`config.mk`:
```
export PLATFORM = sky130hd
export DESIGN_NAME = rv_add_unit
export DESIGN_NICKNAME = d
export VERILOG_FILES = /design/src/verilog/rv_add_unit.sv
export SDC_FILE = /design/constraint.sdc
export NUM_CORES = 1
export LEC_CHECK = 0
export ABC_AREA = 1
export BUFFER_PORTS_ARGS = -buffer_cell sky130_fd_sc_hd__buf_2
export CORE_MARGIN = 2
export CORE_UTILIZATION = 31
export DETAILED_ROUTE_END_ITERATION = 10
export GPL_TIMING_DRIVEN = 0
export MAX_ROUTING_LAYER = met4
export PLACE_DENSITY = 0.66
export REMOVE_ABC_BUFFERS = 1
export SLEW_MARGIN = 20
export SYNTH_ARGS = -nofsm -noshare
export SYNTH_HDL_FRONTEND = slang
export SYNTH_SLANG_ARGS = --single-unit
```
`constraint.sdc`:
```
create_clock -name vclk -period 4.4
set_input_delay 0.22 -clock vclk [all_inputs]
set_output_delay 0.22 -clock vclk [all_outputs]
set_load 0.005 [all_outputs]
```
`src/verilog/rv_add_unit.sv`:
```
`timescale 1ns/10ps
`default_nettype none

module rv_add_unit #(
	parameter int width = 64
) (
	input  logic [width-1:0] add_a_i,
	input  logic [width-1:0] add_b_i,
	input  logic             add_cin_i,

	output logic [width-1:0] sum_o,
	output logic [width-1:0] sum_w_o
);

	localparam int half = width / 2;

	// one adder for add, sub, addresses and targets
	// cin is set for sub, where b is already inverted
	assign sum_o = add_a_i + add_b_i + width'(add_cin_i);

	// word form: low half of the same sum,
	// sign bit of the low half copied up
	assign sum_w_o = {{half{sum_o[half-1]}}, sum_o[half-1:0]};

endmodule

`default_nettype wire

```
; ---- After elaboration in Yosys (flattened, before gate mapping)
; Cells that the tools add are included.
[totals]
register_bits = 0
output_inout_bits = 128
elab_cells = 2
[classes]
addsub = 2
[op_table]
columns = operator, n
row1 = adder 64 x 1 -> 64 bit, 1
row2 = adder 64 bit, 1

; ---- Logic depth before layout (Yosys ltp)
[logic_depth]
depth_word = 2
ltp_mapped = 14

; ---- Least setup slack after synthesis
; Ideal clock, no wire load.
[synth_path]
path_type = in2out
from = input add_a_i[0]
to = output sum_w_o[31]
setup_slack_ns = 1.348
cell_stages = 11
t_arrival_ns = 2.832
path_buffers = 1
path_cell_list = fa_1 nand3_1 nand3_2 nand2_1 nand2_2 nand2_1 nand2_1 nand2_1 nand2_2 xor2_1 buf_4
[synth_between]
elab_chain_cells = 2
[synth_rtl]
columns = element, line_no
row1 = from (decl), 7  ; input logic [width-1:0] add_a_i,
row2 = adder 64 bit, 19  ; assign sum_o = add_a_i + add_b_i + width'(add_cin_i);
row3 = adder 64 x 1 -> 64 bit, 19
row4 = to (decl), 12  ; output logic [width-1:0] sum_w_o
; No other way between the ends.

; ---- Worst setup path after layout
[layout_path]
from = input add_b_i[26]
to = output sum_w_o[57]
[layout_between]
elab_chain_cells = 2
[layout_rtl]
columns = element, line_no
row1 = from (decl), 8  ; input logic [width-1:0] add_b_i,
row2 = adder 64 bit, 19
row3 = adder 64 x 1 -> 64 bit, 19
; No other way between the ends.

==> impl_metrics.ini <==
[sta]
timing.final.max_slew_violations = 0
setup_viol_count_final = 0
fin_setup_tns_ns = 0
rsz0062_at_grt = no
final_hold_viol_count = 0
max_clock_freq_mhz = 338
max_slew_headroom = 0.388
max_slew.worst_pin.slew_ns = 0.917
post-route-min-period_ns = 2.96
portion_of_the_clock_cycle_consumed_by_the_worst_path_in_the_final_layout = 0.673
final.hold.worst_slack_ns = 0.800

[die]
die_w_um = 147
die_height_um = 147
io-pin-count = 257
die_area_mm2 = 0.0216
fp-row-count = 52
initial_utilization = 0.314
core_mm2 = 0.0202

[grt]
grt_pass1_vias = 7363
grt_use_total = 0.225
antenna_found_initial = 2
grt-ovfl-total = 0
grt_start_max_net_pins = 35
grt_first_pass_wirelength_mm = 37.5

[place]
place_congestion = 0.964
detailedPlacementHpwl_mm = 22.8
placedInstanceArea_mm2 = 0.00749
io_buffer_count = 257

[run_status]
status = finished, final reports clean

[route]
via_count = 8023
dr.first_iter.drc_count = 520
viasPerCell = 4.42
detail_route.wl_per_cell_um = 13.6
drc = 0
dr.pass1.iters = 5
ant_nets = 0
final_wl_mm = 24.7

[synthesis]
postSynthAreaPerCell_um2 = 4.70
synthDominantAreaCellType = sky130_fd_sc_hd__nand2_1
synth.yosys.seq_area_share = 0
synth.yosys.warnings = 0
netlist_area_mm2 = 0.00634
synth_top_area_share = 0.360
synth.area.top_cells = sky130_fd_sc_hd__nand2_1, sky130_fd_sc_hd__inv_1, sky130_fd_sc_hd__ha_1
netlist_instances = 1349
count_of_cell_types_in_the_netlist = 22

[finish]
seq_cells = 0
post-route-util = 0.372
drive_gt1_frac = 0.191
multi_input_comb_area_mm2 = 0.00467
areaGrowthSynthToFinish_pct = 18.2
num-nets-final = 1737
final_area_mm2 = 0.00750
final.clkbuf_count = 0
nFillCells = 2429
layout.area.seq_um2 = 0

[cts]
post_cts.resized_instances = 0
cts.hold.buffers_added = 0
postCtsSetupRepairBufs = 0

[critical_path]
timing.critical_path.from_type = input pin
critPathRequiredTime_ns = 4.18
critical_path_arrival_ns = 2.74
crit_path_max_fanout = 34
worst_setup_path_end_kind = output pin
critical_path_class = in2out

[pwr]
power.density_mw_per_mm2 = 157
cellLeakagePower_nw = 5.26
peakVddDrop_uv = 63.6

[worst_hold_path]
hp-class = in2out

[run]
drv.max_cap_violation_count = 0
## cells by family after synthesis
family / count (synthesis) / share of synthesized area
and+or+nand+nor: 825 / 0.526
adders and majority gates: 64 / 0.129
buffers and inverters: 383 / 0.265
xor gates and xnor gates: 32 / 0.0442
AOI/OAI and AO/OA: 45 / 0.0367
## synth_stat cells
master	instances
sky130_fd_sc_hd__ha_1	62
sky130_fd_sc_hd__nand3_2	6
sky130_fd_sc_hd__fa_1	2
sky130_fd_sc_hd__nor4_1	1
sky130_fd_sc_hd__nand4_1	13
sky130_fd_sc_hd__xor2_1	31
sky130_fd_sc_hd__nand2_2	10
sky130_fd_sc_hd__nor2_4	1
sky130_fd_sc_hd__o21bai_1	3
sky130_fd_sc_hd__nand3_1	52
sky130_fd_sc_hd__buf_4	64
sky130_fd_sc_hd__o21ai_0	2
sky130_fd_sc_hd__inv_1	316
sky130_fd_sc_hd__a21oi_1	40
sky130_fd_sc_hd__nor2_2	13
sky130_fd_sc_hd__inv_2	3
sky130_fd_sc_hd__nor3_1	12
sky130_fd_sc_hd__xnor2_1	1
sky130_fd_sc_hd__nor3_2	2
sky130_fd_sc_hd__nor4_2	1
sky130_fd_sc_hd__nor2_1	106
sky130_fd_sc_hd__nand2_1	608
## layer usage
| metal | GRT usage | share of wire | up-vias |
|---|---|---|---|
| li1 | - | - | 4290 |
| met1 | 0.303 | 0.49 | 3527 |
| met2 | 0.385 | 0.46 | 186 |
| met3 | 0.00621 | 0.034 | 20 |
| met4 | 0.0365 | 0.017 | 0 |
| met5 | - | 0 | - |
## worst max-delay path, cell delays in order
cell                      delay (ns)
sky130_fd_sc_hd__buf_2          0.10
sky130_fd_sc_hd__ha_1           0.42
sky130_fd_sc_hd__nand2_1        0.13
sky130_fd_sc_hd__nor2_1         0.22
sky130_fd_sc_hd__inv_1          0.09
sky130_fd_sc_hd__nor2_1         0.26
sky130_fd_sc_hd__a21oi_1        0.13
sky130_fd_sc_hd__nand2_2        0.17
sky130_fd_sc_hd__xor2_2         0.74
sky130_fd_sc_hd__buf_2          0.25
## area by class of cell
cell class / instances / area share
Timing Repair Buffer: 257 / 0.172
Antenna cell: 2 / 0.000667
Multi-Input combinational cell: 966 / 0.623
Inverter: 319 / 0.160
Tap cell: 270 / 0.0451
## worst paths after layout
| path | start | to | depth (start not counted) |
|---|---|---|---|
| setup / recovery | add_b_i[26] | sum_w_o[57] | 10 |
| hold / removal | add_cin_i | sum_o[0] | 3 |
## stage by stage
stage | instances | power [mW] | setup slack (ns)
detailed placement | 1812 | 1.18 | 1.44
finish | 1814 | 1.18 | 1.44
CTS | 1812 | 1.18 | 1.43
global placement | 1812 | 1.18 | 1.02
global route | 1814 | 1.32 | 1.22
floorplan | 1285 | 0.653 | 0.529
## cells in the final DEF, fill, tap and decap left out, types with 12 or more instances in the layout
cell	instances
sky130_fd_sc_hd__nor2_1	106
sky130_fd_sc_hd__nor2_2	13
sky130_fd_sc_hd__nor3_1	12
sky130_fd_sc_hd__a21oi_1	40
sky130_fd_sc_hd__nand4_1	13
sky130_fd_sc_hd__ha_1	62
sky130_fd_sc_hd__nand2_1	608
sky130_fd_sc_hd__inv_1	316
sky130_fd_sc_hd__buf_2	257
sky130_fd_sc_hd__xor2_1	30
sky130_fd_sc_hd__nand3_1	52
## power breakdown
group,internal [mW],total (mW),switching [mW]
Clock,0.0000000610,0.0000000610,0
Combinational,0.454,1.18,0.727
Sequential,0,0,0
Note: power is estimated with default switching activity, not from simulation.
