$ cat src/verilog/rv_exec_pkg.sv
`default_nettype none

package rv_exec_pkg;

	// operand width of the integer datapath
	localparam int XLEN = 64;

	// 64-bit register value or result
	typedef logic [XLEN-1:0] word_t;

	// halfword aligned pc, bit 0 is always zero and not carried
	typedef logic [XLEN-1:1] pc_t;

	// major opcodes, instruction bits 6:2
	typedef enum logic [4:0] {
		OPC_LOAD     = 5'b00000,
		OPC_OP_IMM   = 5'b00100,
		OPC_AUIPC    = 5'b00101,
		OPC_OP_IMM32 = 5'b00110,
		OPC_STORE    = 5'b01000,
		OPC_OP       = 5'b01100,
		OPC_LUI      = 5'b01101,
		OPC_OP32     = 5'b01110,
		OPC_BRANCH   = 5'b11000,
		OPC_JALR     = 5'b11001,
		OPC_JAL      = 5'b11011
	} opcode_e;

	// result select for writeback
	typedef enum logic [3:0] {
		// adder results
		ALU_ADD     = 4'd0,
		ALU_ADDW    = 4'd1,
		// comparator, zero extended
		ALU_SLT     = 4'd2,
		// logic ops
		ALU_AND     = 4'd3,
		ALU_OR      = 4'd4,
		ALU_XOR     = 4'd5,
		// shifter, right shift covers srl and sra
		ALU_SLL     = 4'd6,
		ALU_SLLW    = 4'd7,
		ALU_SR      = 4'd8,
		ALU_SRW     = 4'd9,
		// immediate straight to rd
		ALU_LUI     = 4'd10,
		// memory address generation
		ALU_LOAD    = 4'd11,
		ALU_STORE   = 4'd12,
		// control flow
		ALU_BRANCH  = 4'd13,
		ALU_JUMP    = 4'd14,
		// anything not decoded
		ALU_ILLEGAL = 4'd15
	} alu_op_e;

endpackage

`default_nettype wire

$ cat src/verilog/rv_exec_writeback.sv
`timescale 1ns/10ps
`default_nettype none

module rv_exec_writeback import rv_exec_pkg::*; (
	input  logic       clk,
	input  logic       reset_i,
	input  logic       valid_i,
	input  alu_op_e    alu_op_i,
	input  word_t      sum_i,
	input  word_t      sum_w_i,
	input  logic       lt_i,
	input  logic       eq_i,
	input  word_t      and_out_i,
	input  word_t      or_out_i,
	input  word_t      xor_out_i,
	input  word_t      sll_out_i,
	input  word_t      sllw_out_i,
	input  word_t      sr_out_i,
	input  word_t      srw_out_i,
	input  logic       branch_on_eq_i,
	input  logic       branch_invert_i,
	input  logic [2:0] ram_funct3_i,
	input  word_t      store_value_i,
	input  word_t      lui_value_i,
	input  word_t      link_value_i,
	input  pc_t        pcnext_i,

	output logic       valid_o,
	output logic       sigill_o,
	output word_t      rd_o,
	output pc_t        pcnext_o,
	output logic       ram_load_o,
	output logic       ram_store_o,
	output logic [2:0] ram_funct3_o,
	output word_t      ram_address_o,
	output word_t      ram_store_value_o
);

	word_t rd_d;
	logic taken;
	logic jump;

	// rd mux
	always_comb begin
		case (alu_op_i)
			ALU_ADD:  rd_d = sum_i;
			ALU_ADDW: rd_d = sum_w_i;
			ALU_SLT:  rd_d = {{($bits(word_t) - 1){1'b0}}, lt_i};
			ALU_AND:  rd_d = and_out_i;
			ALU_OR:   rd_d = or_out_i;
			ALU_XOR:  rd_d = xor_out_i;
			ALU_SLL:  rd_d = sll_out_i;
			ALU_SLLW: rd_d = sllw_out_i;
			ALU_SR:   rd_d = sr_out_i;
			ALU_SRW:  rd_d = srw_out_i;
			ALU_LUI:  rd_d = lui_value_i;
			ALU_JUMP: rd_d = link_value_i;
			// loads, stores, branches write no rd here
			default:  rd_d = '0;
		endcase
	end

	// branch condition, inverted for bne/bge/bgeu
	assign taken = (branch_on_eq_i ? eq_i : lt_i) ^ branch_invert_i;
	// idle cycles never redirect
	assign jump = valid_i & ((alu_op_i == ALU_JUMP) | ((alu_op_i == ALU_BRANCH) & taken));

	always_ff @(posedge clk) begin
		if (reset_i) begin
			valid_o <= 1'b0;
			sigill_o <= 1'b0;
			ram_load_o <= 1'b0;
			ram_store_o <= 1'b0;
			rd_o <= '0;
			pcnext_o <= '0;
			ram_funct3_o <= '0;
			ram_address_o <= '0;
			ram_store_value_o <= '0;
		end else begin
			// strobes only for a valid instruction
			valid_o <= valid_i;
			sigill_o <= valid_i & (alu_op_i == ALU_ILLEGAL);
			ram_load_o <= valid_i & (alu_op_i == ALU_LOAD);
			ram_store_o <= valid_i & (alu_op_i == ALU_STORE);
			rd_o <= rd_d;
			// target drops bit 0, jalr needs that
			pcnext_o <= jump ? sum_i[$bits(word_t)-1:1] : pcnext_i;
			ram_funct3_o <= ram_funct3_i;
			ram_address_o <= sum_i;
			ram_store_value_o <= store_value_i;
		end
	end

	// memory side sees at most one request per cycle
	assert property (@(posedge clk) disable iff (reset_i) !(ram_load_o && ram_store_o))
		else $error("load and store strobes both high");

	// a trapped instruction must not touch memory
	assert property (@(posedge clk) disable iff (reset_i) sigill_o |-> !(ram_load_o || ram_store_o))
		else $error("memory strobe with sigill");

endmodule

`default_nettype wire

$ cat config.mk
export PLATFORM = sky130hd
export DESIGN_NAME = rv_exec_writeback
export DESIGN_NICKNAME = d
export VERILOG_FILES = /design/src/verilog/rv_exec_pkg.sv /design/src/verilog/rv_exec_writeback.sv
export SDC_FILE = /design/constraint.sdc
export NUM_CORES = 1
export LEC_CHECK = 0
export BUFFER_PORTS_ARGS = -buffer_cell sky130_fd_sc_hd__buf_4
export CELL_PAD_IN_SITES_DETAIL_PLACEMENT = 1
export CELL_PAD_IN_SITES_GLOBAL_PLACEMENT = 1
export CORE_AREA = 10 10 420 422
export CTS_BUF_LIST = sky130_fd_sc_hd__clkbuf_4
export CTS_CLUSTER_DIAMETER = 150
export DETAILED_ROUTE_END_ITERATION = 8
export DIE_AREA = 0 0 430 432
export PLACE_DENSITY = 0.3
export SYNTH_ARGS = -nofsm -noshare
export SYNTH_HDL_FRONTEND = slang
export SYNTH_SLANG_ARGS = --single-unit
export TNS_END_PERCENT = 100
$ cat constraint.sdc
create_clock -name clk -period 2.2 [get_ports clk]
set_input_delay 0.11 -clock clk [delete_from_list [all_inputs] [get_ports clk]]
set_output_delay 0.11 -clock clk [all_outputs]
set_load 0.05 [all_outputs]
==> impl_summary.txt, run 1 <==
----------------------------------------------------
[Status]
  Outcome ... did not finish
  Failed at ... clock tree synthesis (4_1_cts)
  Stop Error ... [ERROR RSZ-0060] Max buffer count reached.

[Yosys]
  Flop and latch count out of synthesis ... 262
  Synth area leaders ... dfxtp_1 35%, nor2b_1 6.0%, a22o_1 5.6%, a22oi_1 4.7%, a31oi_1 4.3%
  Ranking of synthesized cells by instance count ... 262 x dfxtp_1, 143 x nor2b_1, 102 x a31oi_1
  Top cell type by total area after synthesis ... dfxtp_1
  Total number of yosys warnings ... 0
  Unique masters post-synth ... 63
  Cell area after synthesis ... 14,800 µm²
  Avg Inst Size Synth ... 8.83 µm²
  Synth top area share ... 35.4%
  Sequential-to-total area share from yosys stat ... 35.4%
  Count of mapped cells out of synthesis ... 1,679
  Post-Synthesis Net Count ... 2,524
  Main synth FF type ... dfxtp_1
  Cell with the most instances after synthesis ... dfxtp_1
  Post-synth ARST share ... 0%
  Number of enable-type register cells in the synthesized netlist ... 0

[Die]
  Die H ... 432 µm
  Core Rows ... 151
  Boundary pin count ... 1,107
  Starting density of the core ... 8.81%
  Die extent in x ... 430 µm

[CTS]
  Level count of the clock H-tree ... 3
  Hold buffer count at CTS ... 1,044
  Post-cts sizing count ... 0
  TritonCTS buffer count ... 98
  Cell chosen for the clock root ... clkbuf_4
  Worst-case clock buffer depth ... 3
  Total number of clock tree sinks ... 262
  Post-CTS Setup Repair Bufs ... 0

[Placed design]
  Setup slack at placement ... -0.483 ns
  Post-detailed-placement half-perimeter wirelength ... 183,000 µm
  Port Buffers ... 1,106
  Global placement routability congestion ... 0.967

----------------------------------------------------
[per-stage QoR]
step	setup TNS, ns	cell area [µm²]	utilization (%)	hold slack, ns	cells
after global placement	-1.85	27300	16.2	0.319	5036
after detailed placement	-1.96	27300	16.2	0.328	5036
after floorplan	0	14800	-	0.238	1679
[cells by family after synthesis]
kind of cell           share of synthesized area (%)
flip-flops                                      35.4
buffers and inverters                           6.60
AO/OA/AOI/OAI                                   29.5
multiplexers                                    7.27
XOR/XNOR                                      0.0591
AND/OR/NAND/NOR                                 21.2
==> run 2: changes to the inputs <==
Settings changed: CELL_PAD_IN_SITES_DETAIL_PLACEMENT 1 to unset, CELL_PAD_IN_SITES_GLOBAL_PLACEMENT 1 to unset, CORE_AREA 10 10 420 422 to 10 10 423 425, CTS_BUF_LIST sky130_fd_sc_hd__clkbuf_4 to unset, CTS_CLUSTER_DIAMETER 150 to unset, DIE_AREA 0 0 430 432 to 0 0 433 435, PLACE_DENSITY 0.3 to unset, PLACE_DENSITY_LB_ADDON set to 0.15.
==> run 2 against run 1 <==
The flow now finishes without violations. Synthesized cell count unchanged. Area after synthesis did not move.
==> impl_summary.txt, run 2 <==
----------------------------------------------------
[Global route]
  Met2 Usage GRT ... 37.4%
  Busiest layer in global routing ... met2
  Met1 GRT Util ... 26.9%
  First-pass GRT wire length ... 264,000 µm
  Vias in the first global route ... 22,960
  GRT Util Overall ... 21.5%
  Pin count of the biggest net entering global routing ... 105
  Initial antenna violation count ... 164
  Global-route met3 utilization ... 4.54%
  Sum of overflow across all layers after global routing ... 0

[Yosys]
  Sequential-to-total area share from yosys stat ... 35.4%
  Cell area after synthesis ... 14,800 µm²
  Post-synth ARST share ... 0%
  Top cell type by total area after synthesis ... dfxtp_1
  Unique masters post-synth ... 63
  Ranking of synthesized cells by instance count ... 262 x dfxtp_1, 143 x nor2b_1, 102 x a31oi_1
  Synth area leaders ... dfxtp_1 35%, nor2b_1 6.0%, a22o_1 5.6%, a22oi_1 4.7%, a31oi_1 4.3%
  Number of enable-type register cells in the synthesized netlist ... 0
  Main synth FF type ... dfxtp_1
  Avg Inst Size Synth ... 8.83 µm²
  Cell with the most instances after synthesis ... dfxtp_1
  Flop and latch count out of synthesis ... 262
  Total number of yosys warnings ... 0
  Count of mapped cells out of synthesis ... 1,679
  Synth top area share ... 35.4%
  Post-Synthesis Net Count ... 2,524

[Min path]
  Worst Hold Endpoint ... rd_o[6]
  Type of the tightest min-delay check ... input port to register
  Hold depth ... 4
  Worst Hold Launch ... srw_out_i[6]

[Cells and area]
  FILL cells ... 19,142
  Top library cells by usage in the layout, fill and taps aside ... 1,267 x buf_4, 450 x dlygate4sd3_1, 262 x dfxtp_1, 134 x nor2b_1, 102 x a31oi_1
  Layout cells sized above 1 ... 44.4%
  Area taken by multi-input logic gates ... 8770 µm²
  Layout net count ... 4,140
  Largest registers in the final layout ... ram_address_o: 64 flops, ram_store_value_o: 64 flops, rd_o: 64 flops
  Most common cell after layout, fill and taps aside ... buf_4
  Area delta synth->final ... 124%
  Area taken by flip-flops and latches ... 5250 µm²

[STA]
  Hold slack ... 0.0238 ns
  Final worst path period share ... 98.6%
  Final count of negative-setup-slack endpoints ... 0
  Unrepaired setup endpoints after global routing ... no
  Hold Fails Final Rpt ... 0
  Slew at the pin with the worst max-slew slack ... 1.08 ns
  Achievable clock frequency ... 461 MHz
  Max-slew violation count ... 0
  Fin crit period ... 2.17 ns
  Worst-case headroom to the max-slew limit ... 28.2%
  Setup TNS ... 0 ns

[Routing]
  Vias ... 22,608
  Routed len/inst ... 37.9 µm
  Sum of routed wire length over all layers ... 213,000 µm
  # DRC ... 0
  Count of antenna-violating nets left after detailed routing ... 0
  Number of detailed-routing iterations run before antenna repair ... 5
  Violation count after the first detailed-route iteration ... 2,203
  Ratio of routed vias to standard cells ... 4.03

[Pwr]
  Largest vdd supply drop ... 0.588 mV
  Switching power total ... 7.20 mW
  Sequential cell fraction of total power ... 27.1%
  Power share of the combinational group ... 35.8%
  Part of the total power dissipated in the clock network ... 37.1%
  Leakage power figure ... 14.3 nW
  Power after layout ... 19.2 mW
  Cell-internal power ... 12.0 mW
  PwrDens ... 579 nW/µm²
  Switching share of power ... 37.4%

[Worst setup path]
  Crit end category ... register
  Category of the critical setup timing path ... input port to register
  Category of the worst setup path launch point ... input port
  Required @ worst endpoint ... 2.75 ns
  Crit path arrival time ... 2.72 ns
  Critical path fanouts, max ... 25

[CTS]
  CTS tree ... done
  Cell chosen for the clock root ... clkbuf_16
  Level count of the clock H-tree ... 2
  Total number of clock tree sinks ... 262
  TritonCTS buffer count ... 42
  Clock-pin slew on the worst setup and hold paths ... 0.06 ns
  Worst-case clock buffer depth ... 3

[Job]
  Max-cap violations ... 0

[Die]
  Die extent in x ... 433 µm
  Die ar. ... 188,000 µm²
  Boundary pin count ... 1,107
  Total core area ... 171,000 µm²
  Core Rows ... 152
  Starting density of the core ... 8.69%
  Die H ... 435 µm

[Placed design]
  Port Buffers ... 1,106
  Global placement routability congestion ... 0.909
  Post-detailed-placement half-perimeter wirelength ... 184,000 µm

[Status]
  Outcome ... finished, final reports clean

----------------------------------------------------
## run 2: cell counts after synthesis
Identical to the previous run, type by type.
## run 2: repair_timing
item	in CTS	in global routing
setup buffers	0	1
setup endpoints to repair	0	9
endpoints found under the hold margin	259	0
hold buffers	451	0
resized for setup	0	7
## run 2: final cells by class
class | count | area share [%]
tap | 2233 | 8.40
multi-input combinational | 1219 | 26.4
timing repair buffer | 1765 | 44.9
inverter | 5 | 0.0564
sequential | 262 | 15.8
clock buffer | 60 | 3.60
clock inverter | 15 | 0.542
antenna | 51 | 0.384
## run 2: cell families after synthesis
family	after synthesis	synth area share, %
buffers and inverters	198	6.60
AND/OR/NAND/NOR	548	21.2
AO/OA/AOI/OAI	569	29.5
XOR/XNOR	1	0.0591
flip-flops	262	35.4
multiplexers	101	7.27
## run 2: worst max-delay path by stage
stage | from | endpoint | slack [ns] | depth (start not counted)
global placement | alu_op_i[0] | rd_o[15] | -0.39 | 6
global route | alu_op_i[0] | rd_o[33] | 0.003 | 9
CTS | alu_op_i[0] | rd_o[33] | 0.02 | 9
detailed placement | alu_op_i[1] | rd_o[25] | -0.38 | 7
floorplan | alu_op_i[1] | rd_o[43] | 0.69 | 7
finish | alu_op_i[0] | rd_o[22] | 0.03 | 9
## run 2: power by group through the flow
| stage | sequential, mW | combinational [mW] | clock, mW |
|---|---|---|---|
| 4_1_cts | 5.21 | 6.96 | 7.42 |
| 3_3_place_gp | 5.32 | 6.18 | 0 |
| 5_1_grt | 5.24 | 7.17 | 7.53 |
| 6_report | 5.21 | 6.89 | 7.14 |
| 3_5_place_dp | 5.31 | 6.17 | 0 |
| 2_1_floorplan | 6.41 | 1.41 | 0 |
## run 2: metal layers
layer  share of wire [%]  up-vias
li1                    -     9768
met1                  42    11380
met4                 2.6       38
met5                0.11        -
met2                  49     1156
met3                 6.3      266
## run 2: metrics by stage
stage	setup slack [ns]	area, µm²	utilization (%)	cells
after global routing	0.00255	33200	19.4	5575
after floorplan	0.695	14800	-	1679
final	0.0302	33300	19.5	5610
after detailed placement	-0.377	27200	16.0	5034
after global placement	-0.387	27200	16.0	5034
after CTS	0.0226	33100	19.4	5560
## run 2: critical path: stages
cell	delay, ns
buf_6	0.22
buf_4	0.31
nor2b_4	0.08
buf_12	0.18
a32oi_1	0.24
nand2_1	0.08
dlygate4sd3_1	0.57
o31a_1	0.27
dlygate4sd3_1	0.55
(Power assumes the default switching activity.)
==> run 3: changes to the inputs <==
Clock period 2.2 ns to 1.8 ns, I/O delays scaled along.
==> run 3 against run 2 <==
Flip-flop and latch count unchanged. Final cell count increased by 4.5%. Largest power group unchanged. Worst hold slack improved by 0.0015 ns. Total power increased by 29%. The run now ends with negative setup slack left. Clock power increased by 31%. Clock-buffer cell count unchanged.
==> impl_summary.txt, run 3 (synthesized netlist as in run 2, its figures left out) <==
----------------------------------------------------
[Die]
  Die extent in x ... 433 µm
  Core Rows ... 152
  Boundary pin count ... 1,107
  Die H ... 435 µm
  Die ar. ... 188,000 µm²
  Starting density of the core ... 8.69%
  Total core area ... 171,000 µm²

[Placed design]
  Port Buffers ... 1,106
  Global placement routability congestion ... 0.912
  Post-detailed-placement half-perimeter wirelength ... 188,000 µm
  Setup slack at placement ... -0.981 ns

[Routing]
  Ratio of routed vias to standard cells ... 4.04
  # DRC ... 0
  Routed len/inst ... 36.8 µm
  Violation count after the first detailed-route iteration ... 2,059
  Number of detailed-routing iterations run before antenna repair ... 6
  Vias ... 23,703
  Count of antenna-violating nets left after detailed routing ... 0
  Sum of routed wire length over all layers ... 216,000 µm

[Cells and area]
  Core occupancy in the finished layout ... 21.1%
  Layout cells sized above 1 ... 46.1%
  Area delta synth->final ... 143%
  Layout net count ... 4,400
  Largest registers in the final layout ... ram_address_o: 64 flops, ram_store_value_o: 64 flops, rd_o: 64 flops
  Top library cells by usage in the layout, fill and taps aside ... 1,393 x buf_4, 543 x dlygate4sd3_1, 262 x dfxtp_1, 134 x nor2b_1, 102 x a31oi_1
  Most common cell after layout, fill and taps aside ... buf_4

[Worst setup path]
  Required @ worst endpoint ... 2.32 ns
  Category of the critical setup timing path ... input port to register
  Count of buffer and inverter cells on the critical path ... 5
  Largest delay share family, worst path ... buffers and inverters
  Launch point of the worst path ... alu_op_i[2]
  Crit path arrival time ... 2.35 ns
  Critical path, cell by cell ... buf_6 -> buf_12 -> buf_12 -> mux2i_4 -> nor2_1 -> buf_4 -> a221oi_1 -> dlygate4sd3_1 -> a31oi_1
  Critical path fanouts, max ... 27
  Category of the worst setup path launch point ... input port
  Dominant cell type by count on the critical path ... buf_12
  Crit end category ... register
  Peak per-stage delay on the critical path ... 0.60 ns
  Slowest CP cell ... dlygate4sd3_1
  Number of stages on the worst setup path ... 9

[Min path]
  Hold depth ... 4
  Worst Hold Launch ... lui_value_i[35]
  Type of the tightest min-delay check ... input port to register

[Global route]
  GRT Util Overall ... 21.7%
  Pin count of the biggest net entering global routing ... 53
  First-pass GRT wire length ... 268,000 µm
  Sum of overflow across all layers after global routing ... 0
  Initial antenna violation count ... 156
  Vias in the first global route ... 24,286

[CTS]
  Total number of clock tree sinks ... 262
  Level count of the clock H-tree ... 2
  Clock-pin slew on the worst setup and hold paths ... 0.06 ns
  CTS tree ... done
  TritonCTS buffer count ... 44
  Cell chosen for the clock root ... clkbuf_16
  Worst-case clock buffer depth ... 3

[STA]
  Achievable clock frequency ... 544 MHz
  Final worst path period share ... 102%
  Fin crit period ... 1.84 ns
  Setup TNS ... -0.0542 ns
  Slew at the pin with the worst max-slew slack ... 1.18 ns
  Setup slack after layout ... -0.0371 ns
  Final count of negative-setup-slack endpoints ... 2
  Worst-case headroom to the max-slew limit ... 21.2%
  Max-slew violation count ... 0
  Hold Fails Final Rpt ... 0

[Pwr]
  Power after layout ... 24.8 mW
  PwrDens ... 689 nW/µm²
  Largest vdd supply drop ... 0.655 mV
  Leakage power figure ... 15.8 nW

[Job]
  Max-cap violations ... 0

[Status]
  Outcome ... complete, but fails checks
  Violated checks ... negative setup slack

----------------------------------------------------
==> run 3: routing by layer <==
| metal | track usage (%) | vias to the layer above | part of all wire (%) |
|---|---|---|---|
| li1 | - | 10288 | - |
| met1 | 27.1 | 11889 | 42 |
| met2 | 37.5 | 1209 | 49 |
| met3 | 4.54 | 279 | 6.4 |
| met4 | 5.94 | 38 | 3.1 |
| met5 | 0 | - | 0.11 |
==> run 3: path summary, 6_finish.rpt <==
path | slack, ns | endpoint
setup / recovery | -0.04 | rd_o[47]
hold / removal | 0.03 | rd_o[35]
==> run 3: timing repair <==
action,in CTS,in global routing
setup endpoints to repair,1,40
setup buffers,0,4
pin swaps,0,2
hold buffers,544,0
cloned,0,3
resized for setup,1,24
hold endpoints to repair,260,0
==> run 3: power by group <==
part	leakage [nW]	internal, mW	total, mW	switching [mW]
Clock	0.736	5.43	9.37	3.94
Sequential	2.18	6.20	6.37	0.167
Combinational	12.9	4.03	9.08	5.04
Total	15.8	15.7	24.8	9.15
==> run 3: cell type report <==
class                      count  area (µm²)
multi-input combinational   1219        8810
sequential                   262        5250
fill                       18899      135000
inverter                       5        18.8
tap                         2233        2790
timing repair buffer        2023       17600
antenna                       43         108
clock inverter                17         244
clock buffer                  60        1240
==> run 3: per-stage QoR <==
step / hold WS (ns) / std cells / area, µm²
3_3_place_gp: 0.299 / 5191 / 28800
5_1_grt: 0.0114 / 5838 / 36000
4_1_cts: 0.00153 / 5812 / 35700
3_5_place_dp: 0.305 / 5191 / 28800
2_1_floorplan: 0.218 / 1679 / 14800
6_report: 0.0253 / 5862 / 36000
==> run 4: changes to the inputs <==
Settings changed: BUFFER_PORTS_ARGS -buffer_cell sky130_fd_sc_hd__buf_4 to -buffer_cell sky130_fd_sc_hd__buf_2, RECOVER_POWER set to 50.
==> run 4 against run 3 <==
The flow now finishes without violations. First-iteration DRC count down 4.6%. Via count is 0.54% higher. Setup slack improved by 0.050 ns. Final cell count is 0.22% higher. Clock-buffer cell count decreased by 1. Highest routed layer unchanged. Wire length down 0.97%. Critical path depth up 1.
==> impl_summary.txt, run 4 (synthesized netlist as in run 2, its figures left out) <==
----------------------------------------------------
[Routing]
  Count of antenna-violating nets left after detailed routing ... 0
  Sum of routed wire length over all layers ... 214,000 µm
  Violation count after the first detailed-route iteration ... 1,965
  Number of detailed-routing iterations run before antenna repair ... 5
  # DRC ... 0
  Routed len/inst ... 36.4 µm
  Vias ... 23,832
  Ratio of routed vias to standard cells ... 4.06

[Cells and area]
  Area of all placed cells without fillers ... 33,200 µm²
  Top library cells by usage in the layout, fill and taps aside ... 960 x buf_2, 538 x dlygate4sd3_1, 281 x buf_4, 262 x dfxtp_1, 153 x clkbuf_1
  Layout cells sized above 1 ... 41.9%
  Largest registers in the final layout ... ram_address_o: 64 flops, ram_store_value_o: 64 flops, rd_o: 64 flops
  Area delta synth->final ... 124%
  Layout net count ... 4,396
  Most common cell after layout, fill and taps aside ... buf_2
  Post-route non-filler standard cell count ... 5,875
  Core occupancy in the finished layout ... 19.5%

[Worst setup path]
  Critical path, cell by cell ... buf_6 -> buf_4 -> buf_4 -> buf_12 -> nand3b_1 -> buf_12 -> o22ai_1 -> a221oi_1 -> dlygate4sd3_1 -> a21oi_1
  Largest delay share family, worst path ... buffers and inverters
  Category of the critical setup timing path ... input port to register
  Critical path fanouts, max ... 7
  Launch point of the worst path ... alu_op_i[0]
  Required @ worst endpoint ... 2.39 ns
  Count of buffer and inverter cells on the critical path ... 6
  Crit end category ... register
  Peak per-stage delay on the critical path ... 0.58 ns
  Crit path arrival time ... 2.38 ns
  Category of the worst setup path launch point ... input port
  Slowest CP cell ... dlygate4sd3_1

[CTS]
  Level count of the clock H-tree ... 2
  Worst-case clock buffer depth ... 3
  CTS tree ... done
  Cell chosen for the clock root ... clkbuf_16
  Total number of clock tree sinks ... 262
  TritonCTS buffer count ... 43
  Clock-pin slew on the worst setup and hold paths ... 0.06 ns

[Job]
  Max-cap violations ... 0

[Placed design]
  Setup slack at placement ... -0.626 ns
  Cell area reported after detailed placement ... 26,100 µm²
  Port Buffers ... 1,106
  Number of placed instances with taps included ... 5,183
  Global placement routability congestion ... 0.939
  Post-detailed-placement half-perimeter wirelength ... 187,000 µm

[Pwr]
  PwrDens ... 728 nW/µm²
  Largest vdd supply drop ... 0.699 mV
  Leakage power figure ... 14.5 nW

[Min path]
  Type of the tightest min-delay check ... input port to register
  Worst Hold Launch ... sum_i[26]

[Global route]
  Vias in the first global route ... 23,911
  GRT Util Overall ... 21.5%
  Pin count of the biggest net entering global routing ... 53
  Initial antenna violation count ... 188
  Sum of overflow across all layers after global routing ... 0
  First-pass GRT wire length ... 266,000 µm

[Die]
  Die extent in x ... 433 µm
  Starting density of the core ... 8.69%
  Die H ... 435 µm
  Die ar. ... 188,000 µm²
  Core Rows ... 152
  Total core area ... 171,000 µm²
  Boundary pin count ... 1,107

[STA]
  Fin crit period ... 1.79 ns
  Final worst path period share ... 99.3%
  Slew at the pin with the worst max-slew slack ... 0.895 ns
  Achievable clock frequency ... 560 MHz
  Max-slew violation count ... 0
  Worst-case headroom to the max-slew limit ... 40.3%
  Hold Fails Final Rpt ... 0
  Unrepaired setup endpoints after global routing ... no
  Final count of negative-setup-slack endpoints ... 0
  Setup slack after layout ... 0.0130 ns

[Status]
  Outcome ... finished, final reports clean

----------------------------------------------------
==> run 4: power breakdown <==
group	switching, mW	internal [mW]
clock	3.87	5.72
sequential	0.171	6.20
combinational	4.95	3.25
==> run 4: area by class of cell <==
type	count	area, µm²
clock inverter	19	325
clock buffer	59	1210
tap	2233	2790
fill	19429	137000
multi-input combinational	1219	8760
timing repair buffer	2020	14700
inverter	5	18.8
antenna	58	145
sequential	262	5250
==> run 4: path summary, 6_finish.rpt <==
path	depth (start not counted)	to
min	2	ram_address_o[26]
max	10	rd_o[49]
==> run 4: routing by layer <==
metal  vias to the layer above  routed length, µm  GRT usage (%)  share of wire, %
met5                         -                422              0              0.20
met4                        66               6890           5.67               3.2
met3                       360              12600           4.45               5.9
met2                      1169             104000           37.2                49
met1                     11942              89600           26.8                42
li1                      10295                  -              -                 -
==> run 4: per-stage QoR <==
stage | hold WS, ns | TNS (ns) | power, mW
4_1_cts | 0.000168 | 0 | 24.6
2_1_floorplan | 0.218 | 0 | 9.56
3_3_place_gp | 0.297 | -10.73 | 13.6
3_5_place_dp | 0.304 | -11.91 | 13.6
5_1_grt | 0.0132 | 0 | 25.1
6_report | 0.0101 | 0 | 24.2
==> run 4: repair_timing <==
item,4_1_cts,5_1_grt
buffers inserted,0,11
hold buffers,541,0
resized for setup,0,9
hold endpoints to repair,256,0
endpoints found under the setup margin,0,23
